--- src/rv_config.svh ---
// ============================
// Core-wide sizing macros for the RV32I core
// Include in any file that sizes a port or register by them
// ============================
`ifndef RV_CONFIG_SVH
`define RV_CONFIG_SVH

// Register and address width
`define XLEN 32

// Register index width and register count
`define REG_ADDR_W 5
`define NUM_REGS 32

// Byte increment of a sequential PC
`define PC_STEP 4

`endif

--- src/core_pkg.sv ---
// ============================
// Control encodings passed between core stages
// Decode produces them and execute/writeback consume them
// ============================
package core_pkg;

  typedef enum logic [3:0] {
    ALU_ADD,
    ALU_SUB,
    ALU_SLL,
    ALU_SLT,
    ALU_SLTU,
    ALU_XOR,
    ALU_SRL,
    ALU_SRA,
    ALU_OR,
    ALU_AND,
    ALU_PASS_B
  } alu_op_e;

  typedef enum logic [3:0] {
    BR_NONE,
    BR_EQ,
    BR_NE,
    BR_LT,
    BR_GE,
    BR_LTU,
    BR_GEU,
    BR_JAL,
    BR_JALR
  } branch_e;

  // Matches funct3[1:0] of loads and stores
  typedef enum logic [1:0] {
    MEM_BYTE = 2'b00,
    MEM_HALF = 2'b01,
    MEM_WORD = 2'b10
  } mem_size_e;

  typedef enum logic [1:0] {
    WB_NONE,
    WB_ALU,
    WB_PC_STEP,
    WB_LOAD
  } wb_src_e;

endpackage

--- src/rv_isa_pkg.sv ---
// ============================
// RV32I instruction encodings
// Opcodes, funct fields and the per-format views of one word
// ============================
package rv_isa_pkg;

  typedef enum logic [6:0] {
    OP_LOAD     = 7'b00_000_11,
    OP_STORE    = 7'b01_000_11,
    OP_BRANCH   = 7'b11_000_11,
    OP_JALR     = 7'b11_001_11,
    OP_MISC_MEM = 7'b00_011_11,
    OP_JAL      = 7'b11_011_11,
    OP_REG_IMM  = 7'b00_100_11,
    OP_REG_REG  = 7'b01_100_11,
    OP_ENVIRON  = 7'b11_100_11,
    OP_AUIPC    = 7'b00_101_11,
    OP_LUI      = 7'b01_101_11
  } opcode_e;

  // Alternate encoding selects SUB and SRA/SRAI
  localparam logic [6:0] FUNCT7_BASE = 7'b000_0000;
  localparam logic [6:0] FUNCT7_ALT  = 7'b010_0000;

  // Integer ALU funct3
  localparam logic [2:0] F3_ADD_SUB = 3'b000;
  localparam logic [2:0] F3_SLL     = 3'b001;
  localparam logic [2:0] F3_SLT     = 3'b010;
  localparam logic [2:0] F3_SLTU    = 3'b011;
  localparam logic [2:0] F3_XOR     = 3'b100;
  localparam logic [2:0] F3_SR      = 3'b101;
  localparam logic [2:0] F3_OR      = 3'b110;
  localparam logic [2:0] F3_AND     = 3'b111;

  // Branch funct3
  localparam logic [2:0] F3_BEQ  = 3'b000;
  localparam logic [2:0] F3_BNE  = 3'b001;
  localparam logic [2:0] F3_BLT  = 3'b100;
  localparam logic [2:0] F3_BGE  = 3'b101;
  localparam logic [2:0] F3_BLTU = 3'b110;
  localparam logic [2:0] F3_BGEU = 3'b111;

  typedef struct packed {
    logic [6:0] funct7;
    logic [4:0] rs2;
    logic [4:0] rs1;
    logic [2:0] funct3;
    logic [4:0] rd;
    opcode_e    opcode;
  } r_fmt_t;

  typedef struct packed {
    logic [11:0] imm;
    logic [4:0]  rs1;
    logic [2:0]  funct3;
    logic [4:0]  rd;
    opcode_e     opcode;
  } i_fmt_t;

  typedef struct packed {
    logic [6:0] imm_11_5;
    logic [4:0] rs2;
    logic [4:0] rs1;
    logic [2:0] funct3;
    logic [4:0] imm_4_0;
    opcode_e    opcode;
  } s_fmt_t;

  typedef struct packed {
    logic       imm_12;
    logic [5:0] imm_10_5;
    logic [4:0] rs2;
    logic [4:0] rs1;
    logic [2:0] funct3;
    logic [3:0] imm_4_1;
    logic       imm_11;
    opcode_e    opcode;
  } b_fmt_t;

  typedef struct packed {
    logic [19:0] imm_31_12;
    logic [4:0]  rd;
    opcode_e     opcode;
  } u_fmt_t;

  typedef struct packed {
    logic       imm_20;
    logic [9:0] imm_10_1;
    logic       imm_11;
    logic [7:0] imm_19_12;
    logic [4:0] rd;
    opcode_e    opcode;
  } j_fmt_t;

  // One instruction word, read through whichever format its opcode implies
  typedef union packed {
    r_fmt_t r_fmt;
    i_fmt_t i_fmt;
    s_fmt_t s_fmt;
    b_fmt_t b_fmt;
    u_fmt_t u_fmt;
    j_fmt_t j_fmt;
  } insn_t;

endpackage
--- src/alu_execute.sv ---
// ============================
// Execute stage
// Integer ALU, branch compare and jump/branch target adder
// Loads and stores get their byte address from the ALU add
// ============================
`include "rv_config.svh"

module alu_execute (
  input  logic [`XLEN-1:0]  i_pc,
  input  logic [`XLEN-1:0]  i_rs1_data,
  input  logic [`XLEN-1:0]  i_rs2_data,
  input  logic [`XLEN-1:0]  i_imm,
  input  core_pkg::alu_op_e i_alu_op,
  input  logic              i_use_imm,
  input  logic              i_use_pc,
  input  core_pkg::branch_e i_branch,
  output logic [`XLEN-1:0]  o_result,
  output logic [`XLEN-1:0]  o_target,
  output logic              o_taken
);

  localparam int SHAMT_W = $clog2(`XLEN);

  logic [`XLEN-1:0]   op_a, op_b, target_base, target_sum;
  logic [SHAMT_W-1:0] shamt;
  logic               is_jalr, eq, lt, ltu;

  assign op_a  = i_use_pc ? i_pc : i_rs1_data;
  assign op_b  = i_use_imm ? i_imm : i_rs2_data;
  assign shamt = op_b[SHAMT_W-1:0];

  // Branches decode with rs1/rs2 operands, so SLT and branches share these
  assign eq  = (op_a == op_b);
  assign lt  = ($signed(op_a) < $signed(op_b));
  assign ltu = (op_a < op_b);

  always_comb begin
    case (i_alu_op)
      core_pkg::ALU_ADD:  o_result = op_a + op_b;
      core_pkg::ALU_SUB:  o_result = op_a - op_b;
      core_pkg::ALU_SLL:  o_result = op_a << shamt;
      core_pkg::ALU_SLT:  o_result = {{(`XLEN-1){1'b0}}, lt};
      core_pkg::ALU_SLTU: o_result = {{(`XLEN-1){1'b0}}, ltu};
      core_pkg::ALU_XOR:  o_result = op_a ^ op_b;
      core_pkg::ALU_SRL:  o_result = op_a >> shamt;
      core_pkg::ALU_SRA:  o_result = $signed(op_a) >>> shamt;
      core_pkg::ALU_OR:   o_result = op_a | op_b;
      core_pkg::ALU_AND:  o_result = op_a & op_b;
      default:            o_result = op_b;
    endcase
  end

  always_comb begin
    case (i_branch)
      core_pkg::BR_EQ:   o_taken = eq;
      core_pkg::BR_NE:   o_taken = !eq;
      core_pkg::BR_LT:   o_taken = lt;
      core_pkg::BR_GE:   o_taken = !lt;
      core_pkg::BR_LTU:  o_taken = ltu;
      core_pkg::BR_GEU:  o_taken = !ltu;
      core_pkg::BR_JAL:  o_taken = 1'b1;
      core_pkg::BR_JALR: o_taken = 1'b1;
      default:           o_taken = 1'b0;
    endcase
  end

  // JALR jumps relative to rs1 and drops bit 0
  assign is_jalr     = (i_branch == core_pkg::BR_JALR);
  assign target_base = is_jalr ? i_rs1_data : i_pc;
  assign target_sum  = target_base + i_imm;
  assign o_target    = {target_sum[`XLEN-1:1], target_sum[0] & !is_jalr};

endmodule

--- src/insn_decode.sv ---
// ============================
// Instruction decoder
// Turns one RV32I word into register indices, immediate and controls
// Unknown encodings come out as no-ops
// ============================
`include "rv_config.svh"

module insn_decode (
  input  rv_isa_pkg::insn_t      i_insn,
  output logic [`REG_ADDR_W-1:0] o_rs1,
  output logic [`REG_ADDR_W-1:0] o_rs2,
  output logic [`REG_ADDR_W-1:0] o_rd,
  output logic [`XLEN-1:0]       o_imm,
  output core_pkg::alu_op_e      o_alu_op,
  output logic                   o_use_imm,
  output logic                   o_use_pc,
  output core_pkg::branch_e      o_branch,
  output logic                   o_mem_read,
  output logic                   o_mem_write,
  output core_pkg::mem_size_e    o_mem_size,
  output logic                   o_mem_unsigned,
  output core_pkg::wb_src_e      o_wb_src,
  output logic                   o_halt
);

  logic [`XLEN-1:0] imm_i, imm_s, imm_b, imm_j, imm_u;
  logic [2:0] funct3;
  logic [6:0] funct7;
  logic       f7_base, f7_alt;
  logic       reg_imm_ok, reg_reg_ok, load_ok, store_ok;

  function automatic core_pkg::alu_op_e alu_from_funct3(input logic [2:0] f3,
                                                        input logic alt);
    core_pkg::alu_op_e op;
    case (f3)
      rv_isa_pkg::F3_ADD_SUB: op = alt ? core_pkg::ALU_SUB : core_pkg::ALU_ADD;
      rv_isa_pkg::F3_SLL:     op = core_pkg::ALU_SLL;
      rv_isa_pkg::F3_SLT:     op = core_pkg::ALU_SLT;
      rv_isa_pkg::F3_SLTU:    op = core_pkg::ALU_SLTU;
      rv_isa_pkg::F3_XOR:     op = core_pkg::ALU_XOR;
      rv_isa_pkg::F3_SR:      op = alt ? core_pkg::ALU_SRA : core_pkg::ALU_SRL;
      rv_isa_pkg::F3_OR:      op = core_pkg::ALU_OR;
      default:                op = core_pkg::ALU_AND;
    endcase
    return op;
  endfunction

  assign funct3  = i_insn.r_fmt.funct3;
  assign funct7  = i_insn.r_fmt.funct7;
  assign f7_base = (funct7 == rv_isa_pkg::FUNCT7_BASE);
  assign f7_alt  = (funct7 == rv_isa_pkg::FUNCT7_ALT);

  // Immediate shifts carry funct7 too, so only SLLI/SRLI/SRAI forms pass
  assign reg_imm_ok = (funct3 == rv_isa_pkg::F3_SLL) ? f7_base :
                      (funct3 == rv_isa_pkg::F3_SR)  ? (f7_base || f7_alt) : 1'b1;
  assign reg_reg_ok = f7_base || (f7_alt && (funct3 == rv_isa_pkg::F3_ADD_SUB ||
                                             funct3 == rv_isa_pkg::F3_SR));
  // LB LH LW LBU LHU and SB SH SW
  assign load_ok  = (funct3[1:0] != 2'b11) && !(funct3[2] && funct3[1]);
  assign store_ok = !funct3[2] && (funct3[1:0] != 2'b11);

  // Sign-extended immediates per format
  assign imm_i = {{(`XLEN-12){i_insn.i_fmt.imm[11]}}, i_insn.i_fmt.imm};
  assign imm_s = {{(`XLEN-12){i_insn.s_fmt.imm_11_5[6]}}, i_insn.s_fmt.imm_11_5,
                  i_insn.s_fmt.imm_4_0};
  assign imm_b = {{(`XLEN-12){i_insn.b_fmt.imm_12}}, i_insn.b_fmt.imm_11,
                  i_insn.b_fmt.imm_10_5, i_insn.b_fmt.imm_4_1, 1'b0};
  assign imm_j = {{(`XLEN-20){i_insn.j_fmt.imm_20}}, i_insn.j_fmt.imm_19_12,
                  i_insn.j_fmt.imm_11, i_insn.j_fmt.imm_10_1, 1'b0};
  assign imm_u = {i_insn.u_fmt.imm_31_12, 12'b0};

  assign o_rs1 = i_insn.r_fmt.rs1;
  assign o_rs2 = i_insn.r_fmt.rs2;
  assign o_rd  = i_insn.r_fmt.rd;
  assign o_mem_unsigned = funct3[2];

  always_comb begin
    o_imm       = '0;
    o_alu_op    = core_pkg::ALU_ADD;
    o_use_imm   = 1'b0;
    o_use_pc    = 1'b0;
    o_branch    = core_pkg::BR_NONE;
    o_mem_read  = 1'b0;
    o_mem_write = 1'b0;
    o_wb_src    = core_pkg::WB_NONE;
    o_halt      = 1'b0;
    case (funct3[1:0])
      2'b00:   o_mem_size = core_pkg::MEM_BYTE;
      2'b01:   o_mem_size = core_pkg::MEM_HALF;
      default: o_mem_size = core_pkg::MEM_WORD;
    endcase

    case (i_insn.r_fmt.opcode)
      rv_isa_pkg::OP_LUI: begin
        o_imm     = imm_u;
        o_alu_op  = core_pkg::ALU_PASS_B;
        o_use_imm = 1'b1;
        o_wb_src  = core_pkg::WB_ALU;
      end
      rv_isa_pkg::OP_AUIPC: begin
        o_imm     = imm_u;
        o_use_imm = 1'b1;
        o_use_pc  = 1'b1;
        o_wb_src  = core_pkg::WB_ALU;
      end
      rv_isa_pkg::OP_JAL: begin
        o_imm    = imm_j;
        o_branch = core_pkg::BR_JAL;
        o_wb_src = core_pkg::WB_PC_STEP;
      end
      rv_isa_pkg::OP_JALR: begin
        o_imm    = imm_i;
        o_branch = core_pkg::BR_JALR;
        o_wb_src = core_pkg::WB_PC_STEP;
      end
      rv_isa_pkg::OP_BRANCH: begin
        o_imm = imm_b;
        case (funct3)
          rv_isa_pkg::F3_BEQ:  o_branch = core_pkg::BR_EQ;
          rv_isa_pkg::F3_BNE:  o_branch = core_pkg::BR_NE;
          rv_isa_pkg::F3_BLT:  o_branch = core_pkg::BR_LT;
          rv_isa_pkg::F3_BGE:  o_branch = core_pkg::BR_GE;
          rv_isa_pkg::F3_BLTU: o_branch = core_pkg::BR_LTU;
          rv_isa_pkg::F3_BGEU: o_branch = core_pkg::BR_GEU;
          default:             o_branch = core_pkg::BR_NONE;
        endcase
      end
      rv_isa_pkg::OP_LOAD: begin
        o_imm      = imm_i;
        o_use_imm  = 1'b1;
        o_mem_read = load_ok;
        o_wb_src   = load_ok ? core_pkg::WB_LOAD : core_pkg::WB_NONE;
      end
      rv_isa_pkg::OP_STORE: begin
        o_imm       = imm_s;
        o_use_imm   = 1'b1;
        o_mem_write = store_ok;
      end
      rv_isa_pkg::OP_REG_IMM: begin
        o_imm     = imm_i;
        o_use_imm = 1'b1;
        o_alu_op  = alu_from_funct3(funct3, (funct3 == rv_isa_pkg::F3_SR) && f7_alt);
        o_wb_src  = reg_imm_ok ? core_pkg::WB_ALU : core_pkg::WB_NONE;
      end
      rv_isa_pkg::OP_REG_REG: begin
        o_alu_op = alu_from_funct3(funct3, f7_alt);
        o_wb_src = reg_reg_ok ? core_pkg::WB_ALU : core_pkg::WB_NONE;
      end
      // ECALL only, all bits above the opcode are zero
      rv_isa_pkg::OP_ENVIRON: o_halt = (i_insn[31:7] == '0);
      // FENCE falls through as a no-op
      default: o_halt = 1'b0;
    endcase
  end

  // A store never also loads
  always_comb begin
    assert (!(o_mem_read && o_mem_write));
  end

endmodule

--- src/pc_writeback.sv ---
// ============================
// PC register and result stage
// Picks the next PC, lays out store lanes, extracts load data
// and selects what goes back to the register file
// ============================
`include "rv_config.svh"

module pc_writeback (
  input  logic                   clk,
  input  logic                   rst,
  input  logic                   i_halt,
  input  logic                   i_taken,
  input  logic [`XLEN-1:0]       i_target,
  input  logic [`XLEN-1:0]       i_result,
  input  core_pkg::wb_src_e      i_wb_src,
  input  logic [`REG_ADDR_W-1:0] i_rd,
  input  logic                   i_mem_read,
  input  logic                   i_mem_write,
  input  core_pkg::mem_size_e    i_mem_size,
  input  logic                   i_mem_unsigned,
  input  logic [`XLEN-1:0]       i_rs2_data,
  input  logic [`XLEN-1:0]       i_dmem_rdata,
  output logic [`XLEN-1:0]       o_pc,
  output logic [`XLEN-1:0]       o_dmem_addr,
  output logic [`XLEN-1:0]       o_dmem_wdata,
  output logic [3:0]             o_dmem_we,
  output logic                   o_rd_we,
  output logic [`XLEN-1:0]       o_rd_data
);

  logic [`XLEN-1:0] pc, pc_step, next_pc, load_word, load_data;
  logic [3:0]       store_be;
  logic [1:0]       offset;
  logic             misaligned;

  assign pc_step = pc + `PC_STEP;
  assign o_pc    = pc;

  // ECALL never branches, so taken and halt do not overlap
  always_comb begin
    if (i_taken) begin
      next_pc = i_target;
    end else if (i_halt) begin
      next_pc = pc;
    end else begin
      next_pc = pc_step;
    end
  end

  always_ff @(posedge clk) begin
    if (rst) begin
      pc <= '0;
    end else begin
      pc <= next_pc;
    end
  end

  // Byte offset inside the addressed word
  assign offset      = i_result[1:0];
  assign o_dmem_addr = {i_result[`XLEN-1:2], 2'b00};
  assign misaligned  = ((i_mem_size == core_pkg::MEM_HALF) && offset[0]) ||
                       ((i_mem_size == core_pkg::MEM_WORD) && (offset != 2'b00));

  // Store data is repeated across lanes and the enables pick the lanes
  always_comb begin
    case (i_mem_size)
      core_pkg::MEM_BYTE: begin
        store_be     = 4'b0001 << offset;
        o_dmem_wdata = {4{i_rs2_data[7:0]}};
      end
      core_pkg::MEM_HALF: begin
        store_be     = 4'b0011 << offset;
        o_dmem_wdata = {2{i_rs2_data[15:0]}};
      end
      default: begin
        store_be     = 4'b1111;
        o_dmem_wdata = i_rs2_data;
      end
    endcase
  end

  assign o_dmem_we = (i_mem_write && !misaligned) ? store_be : 4'b0000;

  assign load_word = i_dmem_rdata >> {offset, 3'b000};

  always_comb begin
    case (i_mem_size)
      core_pkg::MEM_BYTE:
        load_data = {{(`XLEN-8){load_word[7] & !i_mem_unsigned}}, load_word[7:0]};
      core_pkg::MEM_HALF:
        load_data = {{(`XLEN-16){load_word[15] & !i_mem_unsigned}}, load_word[15:0]};
      default: load_data = load_word;
    endcase
  end

  // Misaligned half and word loads leave rd untouched
  assign o_rd_we = (i_wb_src != core_pkg::WB_NONE) && (i_rd != '0) &&
                   !(i_mem_read && misaligned);

  always_comb begin
    case (i_wb_src)
      core_pkg::WB_PC_STEP: o_rd_data = pc_step;
      core_pkg::WB_LOAD:    o_rd_data = load_data;
      default:              o_rd_data = i_result;
    endcase
  end

  a_pc_aligned: assert property (@(posedge clk) disable iff (rst) pc[1:0] == 2'b00);

  a_we_legal: assert property (@(posedge clk) disable iff (rst)
    o_dmem_we inside {4'b0000, 4'b0001, 4'b0010, 4'b0100, 4'b1000, 4'b0011, 4'b1100, 4'b1111});

endmodule

--- src/reg_file.sv ---
// ============================
// Integer register file
// Two combinational reads and one write per clk, x0 reads as zero
// ============================
`include "rv_config.svh"

module reg_file (
  input  logic                   clk,
  input  logic                   rst,
  input  logic [`REG_ADDR_W-1:0] i_rs1,
  input  logic [`REG_ADDR_W-1:0] i_rs2,
  input  logic [`REG_ADDR_W-1:0] i_rd,
  input  logic                   i_we,
  input  logic [`XLEN-1:0]       i_rd_data,
  output logic [`XLEN-1:0]       o_rs1_data,
  output logic [`XLEN-1:0]       o_rs2_data
);

  logic [`XLEN-1:0] regs [`NUM_REGS];

  assign o_rs1_data = regs[i_rs1];
  assign o_rs2_data = regs[i_rs2];

  // x0 is cleared on reset and never written
  always_ff @(posedge clk) begin
    if (rst) begin
      for (int i = 0; i < `NUM_REGS; i++) begin
        regs[i] <= '0;
      end
    end else if (i_we && i_rd != '0) begin
      regs[i_rd] <= i_rd_data;
    end
  end

  a_x0_rs1_zero: assert property (@(posedge clk) disable iff (rst)
    (i_rs1 == '0) |-> (o_rs1_data == '0));

  a_x0_rs2_zero: assert property (@(posedge clk) disable iff (rst)
    (i_rs2 == '0) |-> (o_rs2_data == '0));

endmodule

--- src/rv_core.sv ---
// ============================
// RV32I single-cycle core
// One instruction retires per clk until ECALL raises halt
// Instruction and data memories sit outside on plain ports
// ============================
`include "rv_config.svh"

module rv_core (
  input  logic             clk,
  input  logic             rst,
  input  logic [`XLEN-1:0] i_imem_data,
  input  logic [`XLEN-1:0] i_dmem_rdata,
  output logic [`XLEN-1:0] o_imem_addr,
  output logic [`XLEN-1:0] o_dmem_addr,
  output logic [`XLEN-1:0] o_dmem_wdata,
  output logic [3:0]       o_dmem_we,
  output logic             o_halt
);

  logic [`REG_ADDR_W-1:0] rs1, rs2, rd;
  logic [`XLEN-1:0]       imm, rs1_data, rs2_data, result, target, rd_data;
  logic                   use_imm, use_pc, mem_read, mem_write, mem_unsigned;
  logic                   taken, rd_we;
  core_pkg::alu_op_e      alu_op;
  core_pkg::branch_e      branch;
  core_pkg::mem_size_e    mem_size;
  core_pkg::wb_src_e      wb_src;

  insn_decode u_decode (
    .i_insn         (i_imem_data),
    .o_rs1          (rs1),
    .o_rs2          (rs2),
    .o_rd           (rd),
    .o_imm          (imm),
    .o_alu_op       (alu_op),
    .o_use_imm      (use_imm),
    .o_use_pc       (use_pc),
    .o_branch       (branch),
    .o_mem_read     (mem_read),
    .o_mem_write    (mem_write),
    .o_mem_size     (mem_size),
    .o_mem_unsigned (mem_unsigned),
    .o_wb_src       (wb_src),
    .o_halt         (o_halt)
  );

  reg_file u_regs (
    .clk        (clk),
    .rst        (rst),
    .i_rs1      (rs1),
    .i_rs2      (rs2),
    .i_rd       (rd),
    .i_we       (rd_we),
    .i_rd_data  (rd_data),
    .o_rs1_data (rs1_data),
    .o_rs2_data (rs2_data)
  );

  alu_execute u_execute (
    .i_pc       (o_imem_addr),
    .i_rs1_data (rs1_data),
    .i_rs2_data (rs2_data),
    .i_imm      (imm),
    .i_alu_op   (alu_op),
    .i_use_imm  (use_imm),
    .i_use_pc   (use_pc),
    .i_branch   (branch),
    .o_result   (result),
    .o_target   (target),
    .o_taken    (taken)
  );

  pc_writeback u_result (
    .clk            (clk),
    .rst            (rst),
    .i_halt         (o_halt),
    .i_taken        (taken),
    .i_target       (target),
    .i_result       (result),
    .i_wb_src       (wb_src),
    .i_rd           (rd),
    .i_mem_read     (mem_read),
    .i_mem_write    (mem_write),
    .i_mem_size     (mem_size),
    .i_mem_unsigned (mem_unsigned),
    .i_rs2_data     (rs2_data),
    .i_dmem_rdata   (i_dmem_rdata),
    .o_pc           (o_imem_addr),
    .o_dmem_addr    (o_dmem_addr),
    .o_dmem_wdata   (o_dmem_wdata),
    .o_dmem_we      (o_dmem_we),
    .o_rd_we        (rd_we),
    .o_rd_data      (rd_data)
  );

endmodule

--- config.mk ---
export PLATFORM = sky130hd
export DESIGN_NAME = rv_core
export DESIGN_NICKNAME = d
export VERILOG_FILES = /design/src/core_pkg.sv /design/src/rv_isa_pkg.sv /design/src/alu_execute.sv /design/src/insn_decode.sv /design/src/pc_writeback.sv /design/src/reg_file.sv /design/src/rv_core.sv
export VERILOG_INCLUDE_DIRS = /design/src /design/src/src
export SDC_FILE = /design/constraint.sdc
export NUM_CORES = 2
export LEC_CHECK = 0
export BUFFER_PORTS_ARGS = -buffer_cell sky130_fd_sc_hd__buf_2
export CAP_MARGIN = 10
export CORE_MARGIN = 8
export CORE_UTILIZATION = 31
export CTS_BUF_LIST = sky130_fd_sc_hd__clkbuf_16
export DETAILED_ROUTE_END_ITERATION = 12
export HOLD_SLACK_MARGIN = 0.08
export PLACE_DENSITY = 0.52
export SETUP_SLACK_MARGIN = 0.2
export SLEW_MARGIN = 20
export SYNTH_ARGS = -nofsm -noshare
export SYNTH_HDL_FRONTEND = slang
export SYNTH_HIERARCHICAL = 1
export SYNTH_SLANG_ARGS = --single-unit
--- constraint.sdc ---
create_clock -name clk -period 8.9 [get_ports clk]
set_input_delay 1.78 -clock clk [delete_from_list [all_inputs] [get_ports clk]]
set_output_delay 1.78 -clock clk [all_outputs]
set_load 0.01 [all_outputs]
== After elaboration in Yosys (flattened, before gate mapping) ==
Memory sizes are Yosys's and may differ from the RTL's.
Index checks and enable logic that the tools add are counted.
Storage, ports and cells
  flip-flop bits (word level): 32
  bits in writable memories: 1024
  output and inout bits: 101
  memories: 1
Operators by class
  add/subtract/negate cells: 4
  order comparisons: 2
  eq/ne operators: 43
  shifts and indexed selects: 6
  mux-type cells: 42
  bitwise gates (word level): 6
  reductions and logical operators: 39
Memories
  u_regs.regs: words 32, width 32, rd ports 2, clocked after memory_dff 0, write ports 32, RTL line reg_file.sv:19  | logic [`XLEN-1:0] regs [`NUM_REGS];
Operators by type and width (count)
  32-bit one-hot mux with 10 select lines: 1
  32-bit two-way mux: 6
  32-bit one-hot mux with 2 select lines: 3
  32-bit one-hot mux with 5 select lines: 1
  32-bit adder: 2
  32-bit < comparator: 2
  32-bit by 5-bit right shift with 32-bit output: 2
  4-bit one-hot mux with 7 select lines: 2
  32-bit by 3-bit adder with 32-bit output, second input constant: 1
  32-bit bitwise AND: 1
  32-bit equality test: 1
  4-bit by 3-bit equality test with 1-bit output, second input constant: 8
  32-bit bitwise OR: 1
  32-bit OR reduction: 1
  32-bit by 5-bit left shift with 32-bit output: 1
  32-bit by 5-bit >>> shifter with 32-bit output: 1
  32-bit subtractor: 1
  32-bit XOR: 1
  7-bit by 6-bit equality test with 1-bit output, second input constant: 4
  7-bit equality test, second input constant: 4
  25-bit logical NOT: 1
  4-bit one-hot mux with 3 select lines: 2
  1-bit two-way mux: 19
  3-bit one-hot mux with 6 select lines: 1
  34 further kinds: 75

== Longest topological paths before layout ==
  word-level depth: 19
  mapped depth: 38
  gate-level depth less buffers: 27

== Cells and area by module ==
The synthesis kept the hierarchy.
Modules (own cells, without submodules)
  reg_file: instances 1, cells an instance 4605, area each 55888.6 um^2, seq. area each 30749.5 um^2
  alu_execute: instances 1, cells an instance 1677, area each 11373.4 um^2, seq. area each 0.0 um^2
  pc_writeback: instances 1, cells an instance 591, area each 4320.4 um^2, seq. area each 640.6 um^2
  insn_decode: instances 1, cells an instance 138, area each 892.1 um^2, seq. area each 0.0 um^2

== Least setup slack after synthesis ==
Ideal clock, no wire load.
  path kind: input to output
  start: input i_imem_data[21]
  end: output o_dmem_we[1]
  data arrival time: 7.534 ns
  path slack: -0.414 ns
  stages: 32
  path through: buf_4 buf_2 buf_4 buf_4 mux2i_1 a22o_1 nor3_1 a31oi_1 nand3_1 mux2i_1 inv_2 buf_2 buf_2 clkbuf_1 ha_1 inv_1 fa_1 nor3b_1 o31a_1 nor2_1 nor2_1 a22oi_1 o21ai_1 a2111oi_2 nand3b_1 a32oi_1 buf_2 clkbuf_1 buf_2 xor2_1 o21ai_0 and2_1
On the way
  longest elaborated chain between the ends: 10
Ends and longest elaborated chain
  start, declared: RTL line rv_core.sv:11  | input logic [`XLEN-1:0] i_imem_data,
  memory read 32 x 32 bit (*)
  named net rs2_data[0]: RTL line rv_core.sv:21  | logic [`XLEN-1:0] imm, rs1_data, rs2_data, result, target, rd_data;
  32-bit two-way mux (*): RTL line alu_execute.sv:29  | assign op_b = i_use_imm ? i_imm : i_rs2_data;
  32-bit subtractor, or another cell as far along: RTL line alu_execute.sv:40  | core_pkg::ALU_SUB: o_result = op_a - op_b;
  32-bit one-hot mux with 10 select lines (*): RTL line alu_execute.sv:38  | case (i_alu_op)
  named net result[0]: RTL line rv_core.sv:21
  branches (longest 5 deep; another with 2-bit by 2-bit left shift with 4-bit output)
  4-bit two-way mux (*): RTL line pc_writeback.sv:82  | assign o_dmem_we = (i_mem_write && !misaligned) ? store_be : 4'b0000;
  end, declared: RTL line rv_core.sv:16  | output logic [3:0] o_dmem_we,
Mark *: on every way through the listed nets, which the timed path passes.

== Final worst setup path ==
  start: input i_imem_data[20]
  end: output o_dmem_addr[26]
On the way
  longest elaborated chain between the ends: 4
Ends and longest elaborated chain
  memory read 32 x 32 bit (*)
  named net rs2_data[16]: RTL line rv_core.sv:21
  32-bit two-way mux (*): RTL line alu_execute.sv:29
  32-bit subtractor / 32-bit adder (equally long branches): RTL line alu_execute.sv:40, alu_execute.sv:39
  32-bit one-hot mux with 10 select lines (*): RTL line alu_execute.sv:38
  end, declared: RTL line rv_core.sv:14  | output logic [`XLEN-1:0] o_dmem_addr,
The timed path passes the listed nets; every way through them passes the cells marked *.

==> impl_metrics.ini <==
[finish]
nNetsFinal = 8059
layout_common_cells = mux2i_1, edfxtp_1, and2_1, buf_4, a21oi_1
design_area_sq_um = 91800
fin_util = 0.395
drive_gt1_frac = 0.250
final_common_cell = mux2i_1
areaGrowthSynthToFinish_pct = 26.6
fin_cells = 11000

[timing]
setup_viol = 0
slew_violations = 0
period_needed_ps = 8730
max_freq_mhz = 115
max-slew-margin-rel = 0.217
rsz0062_at_grt = yes
finalHoldViolations = 0
fin_hold_ws_ps = 678
worstMarginPinSlew_ps = 1170
fin_crit_sh = 0.981
fin_skew_ps = 40.9

[die]
dieArea_sq_um = 250000
fp.dieH_um = 500
ioPinCount = 167
start_util = 0.312
coreArea_sq_um = 233000
chipWidth_um = 500
row_count = 177

[setup_path]
cp_max_fo = 10
r2r-start = u_regs/regs[0][17]
cp-start-kind = input pin
critPathBufInv = 10
path_common_cell = buf_6
required_ps = 7120
path_delay_family = compound AO/OA/AOI/OAI gates
critPathKind = in2out
arrival_ps = 6950
setup.worst_path.start = i_imem_data[20]
slowest_delay_ps = 450
end_kind = output port
cp_slowest_cell = a2111o_1

[synth]
synth_edf_count = 1024
synth_xor_area_frac = 0.0129
synth_compound_area_frac = 0.125
syn_area_sq_um = 72500
async_flop_share = 0
synth-simple-area-share = 0.171
ys_types = 111
synthAdderAreaFrac = 0.0231
synth_top_family_by_area = multiplexers
yosysWarnings = 6
syn_area_per_cell_sq_um = 10.3
synth_ff_type = edfxtp_1
synth.area.mux_share = 0.181
yosysSeqAreaShare = 0.433
synth_seq_cells = 1056
synth_cells = 7011

[flow_run]
max_cap_viol_count = 0

[pwr]
leakage_nw = 38.4
power_mw = 16.9
max-vdd-ir-drop_uv = 171
power_density_nw_per_um2 = 184

[route]
drc = 0
drt_iter0_drc = 7325
firstDrtPassIters = 5
vias_per_cell = 5.74
routed_wl_um = 363000
vias = 63200
drtAntennaViolNets = 0
avgRoutedWirePerCell_um = 33.0

[cts]
root_buffer = clkbuf_16
cts-buffers-inserted = 113
cts_tree = yes
worstSkewPairLatency_ps = 770
clock_sinks = 1056
clk_pin_slew_ps = 60
cts.path.max_buffers = 3
htree_levels = 3

[hold_path]
hold_path_startpoint = u_result/o_pc[1]
hp-class = reg2reg

[global_route]
first_global_vias = 61800
grt_max_degree = 75
grt_pass1_wl_um = 491000
met2_usage = 0.438
met3_usage = 0.0476
grt-ovfl-total = 0
grt.total_usage = 0.274
antenna_found_initial = 30
grt_most_used_layer = met2
grtUsageMet1 = 0.343

[outcome]
status = finished clean

[placement]
globalplace.congestion = 1.02
dp_hpwl_um = 262000
portBuffers = 164
place_area_sq_um = 84800
place_inst = 10700
[path summary, 6_finish.rpt]
check | slack, ps | cells after the start | to
max | 170 | 26 | o_dmem_addr[26]
min | 680 | 2 | u_result/o_pc[1]
max reg2reg | 1660 | 33 | u_regs/regs[18][21]
min reg2reg | 680 | 2 | u_result/o_pc[1]
[through the flow]
| step | worst slack [ps] | setup TNS [ps] |
|---|---|---|
| detailed placement | -1390 | -1066360 |
| global placement | -1410 | -1081830 |
| global route | 123 | 0 |
| finish | 169 | 0 |
| floorplan | 213 | 0 |
| CTS | 162 | 0 |
[logic make-up (layout without fill, tap and decap cells)]
logic type | count (synthesis) | in the layout
AO/OA/AOI/OAI | 1342 | 1342
XOR/XNOR | 107 | 107
adder cells (fa/ha/maj) | 132 | 132
buffers and inverters | 808 | 1717
flip-flops | 1056 | 1056
multiplexers | 1295 | 1295
other | 2 | 46
AND/OR/NAND/NOR | 2269 | 2270
[cell type report]
type | instances | area (sq um)
Multi-Input combinational cell | 5180 | 39100
Inverter | 126 | 479
Sequential cell | 1056 | 31400
Clock inverter | 93 | 714
Tap cell | 3043 | 3810
Fill cell | 22700 | 141000
Timing Repair Buffer | 1384 | 13400
Antenna cell | 12 | 30.0
Clock buffer | 114 | 2850
[sequential cells by signal, summed over array words and instances (netlist names)]
register	flops
u_result/o_pc	32
u_regs/regs	1024
[tightest hold or removal path, delay by kind of cell (launching register included)]
kind / cells / cell delay, ps
DFF: 1 / 410
muxes: 1 / 170
and+or+nand+nor: 1 / 50
[power by group]
part	switching, mW	internal [mW]
clock network	2.11	2.55
registers	0.111	5.62
logic	4.06	2.44
total	6.28	10.6
[timing repair]
action | 4_1_cts | 5_1_grt
setup buffers | 62 | 37
gates cloned | 16 | 7
hold buffers | 0 | 0
resized for setup | 212 | 151
pin swaps | 39 | 52
setup endpoints to repair | 809 | 343
[synthesized netlist by cell type (all sizes together), types with 19 or more instances]
cell type / count / area [sq um]
mux2i: 1217 / 12200
edfxtp: 1024 / 30700
and2: 1006 / 6290
a21oi: 416 / 2080
nand2: 394 / 1480
clkbuf: 347 / 1340
buf: 335 / 2080
nor2: 256 / 1030
nand3: 238 / 1200
a22oi: 214 / 1610
a22o: 132 / 1160
ha: 129 / 1610
nor3: 126 / 636
o21ai: 125 / 626
inv: 123 / 462
a31oi: 91 / 569
mux2: 76 / 856
xnor2: 67 / 587
nor2b: 58 / 363
o211ai: 58 / 455
a21o: 54 / 405
or2: 42 / 263
xor2: 40 / 350
a211oi: 39 / 293
dfxtp: 32 / 641
o21a: 25 / 188
or3: 24 / 151
nand4: 23 / 159
nor4: 22 / 178
o21bai: 22 / 169
o22ai: 21 / 138
a221oi: 20 / 181
and3: 19 / 119
[layer usage]
metal | wire length [um] | part of all wire | vias up
met2 | 162000 | 0.45 | 3251
li1 | - | - | 27400
met4 | 28000 | 0.077 | 8
met1 | 144000 | 0.40 | 31800
met3 | 28600 | 0.079 | 801
met5 | 57 | 0.00016 | -
Power figures use the tool's default switching activity.
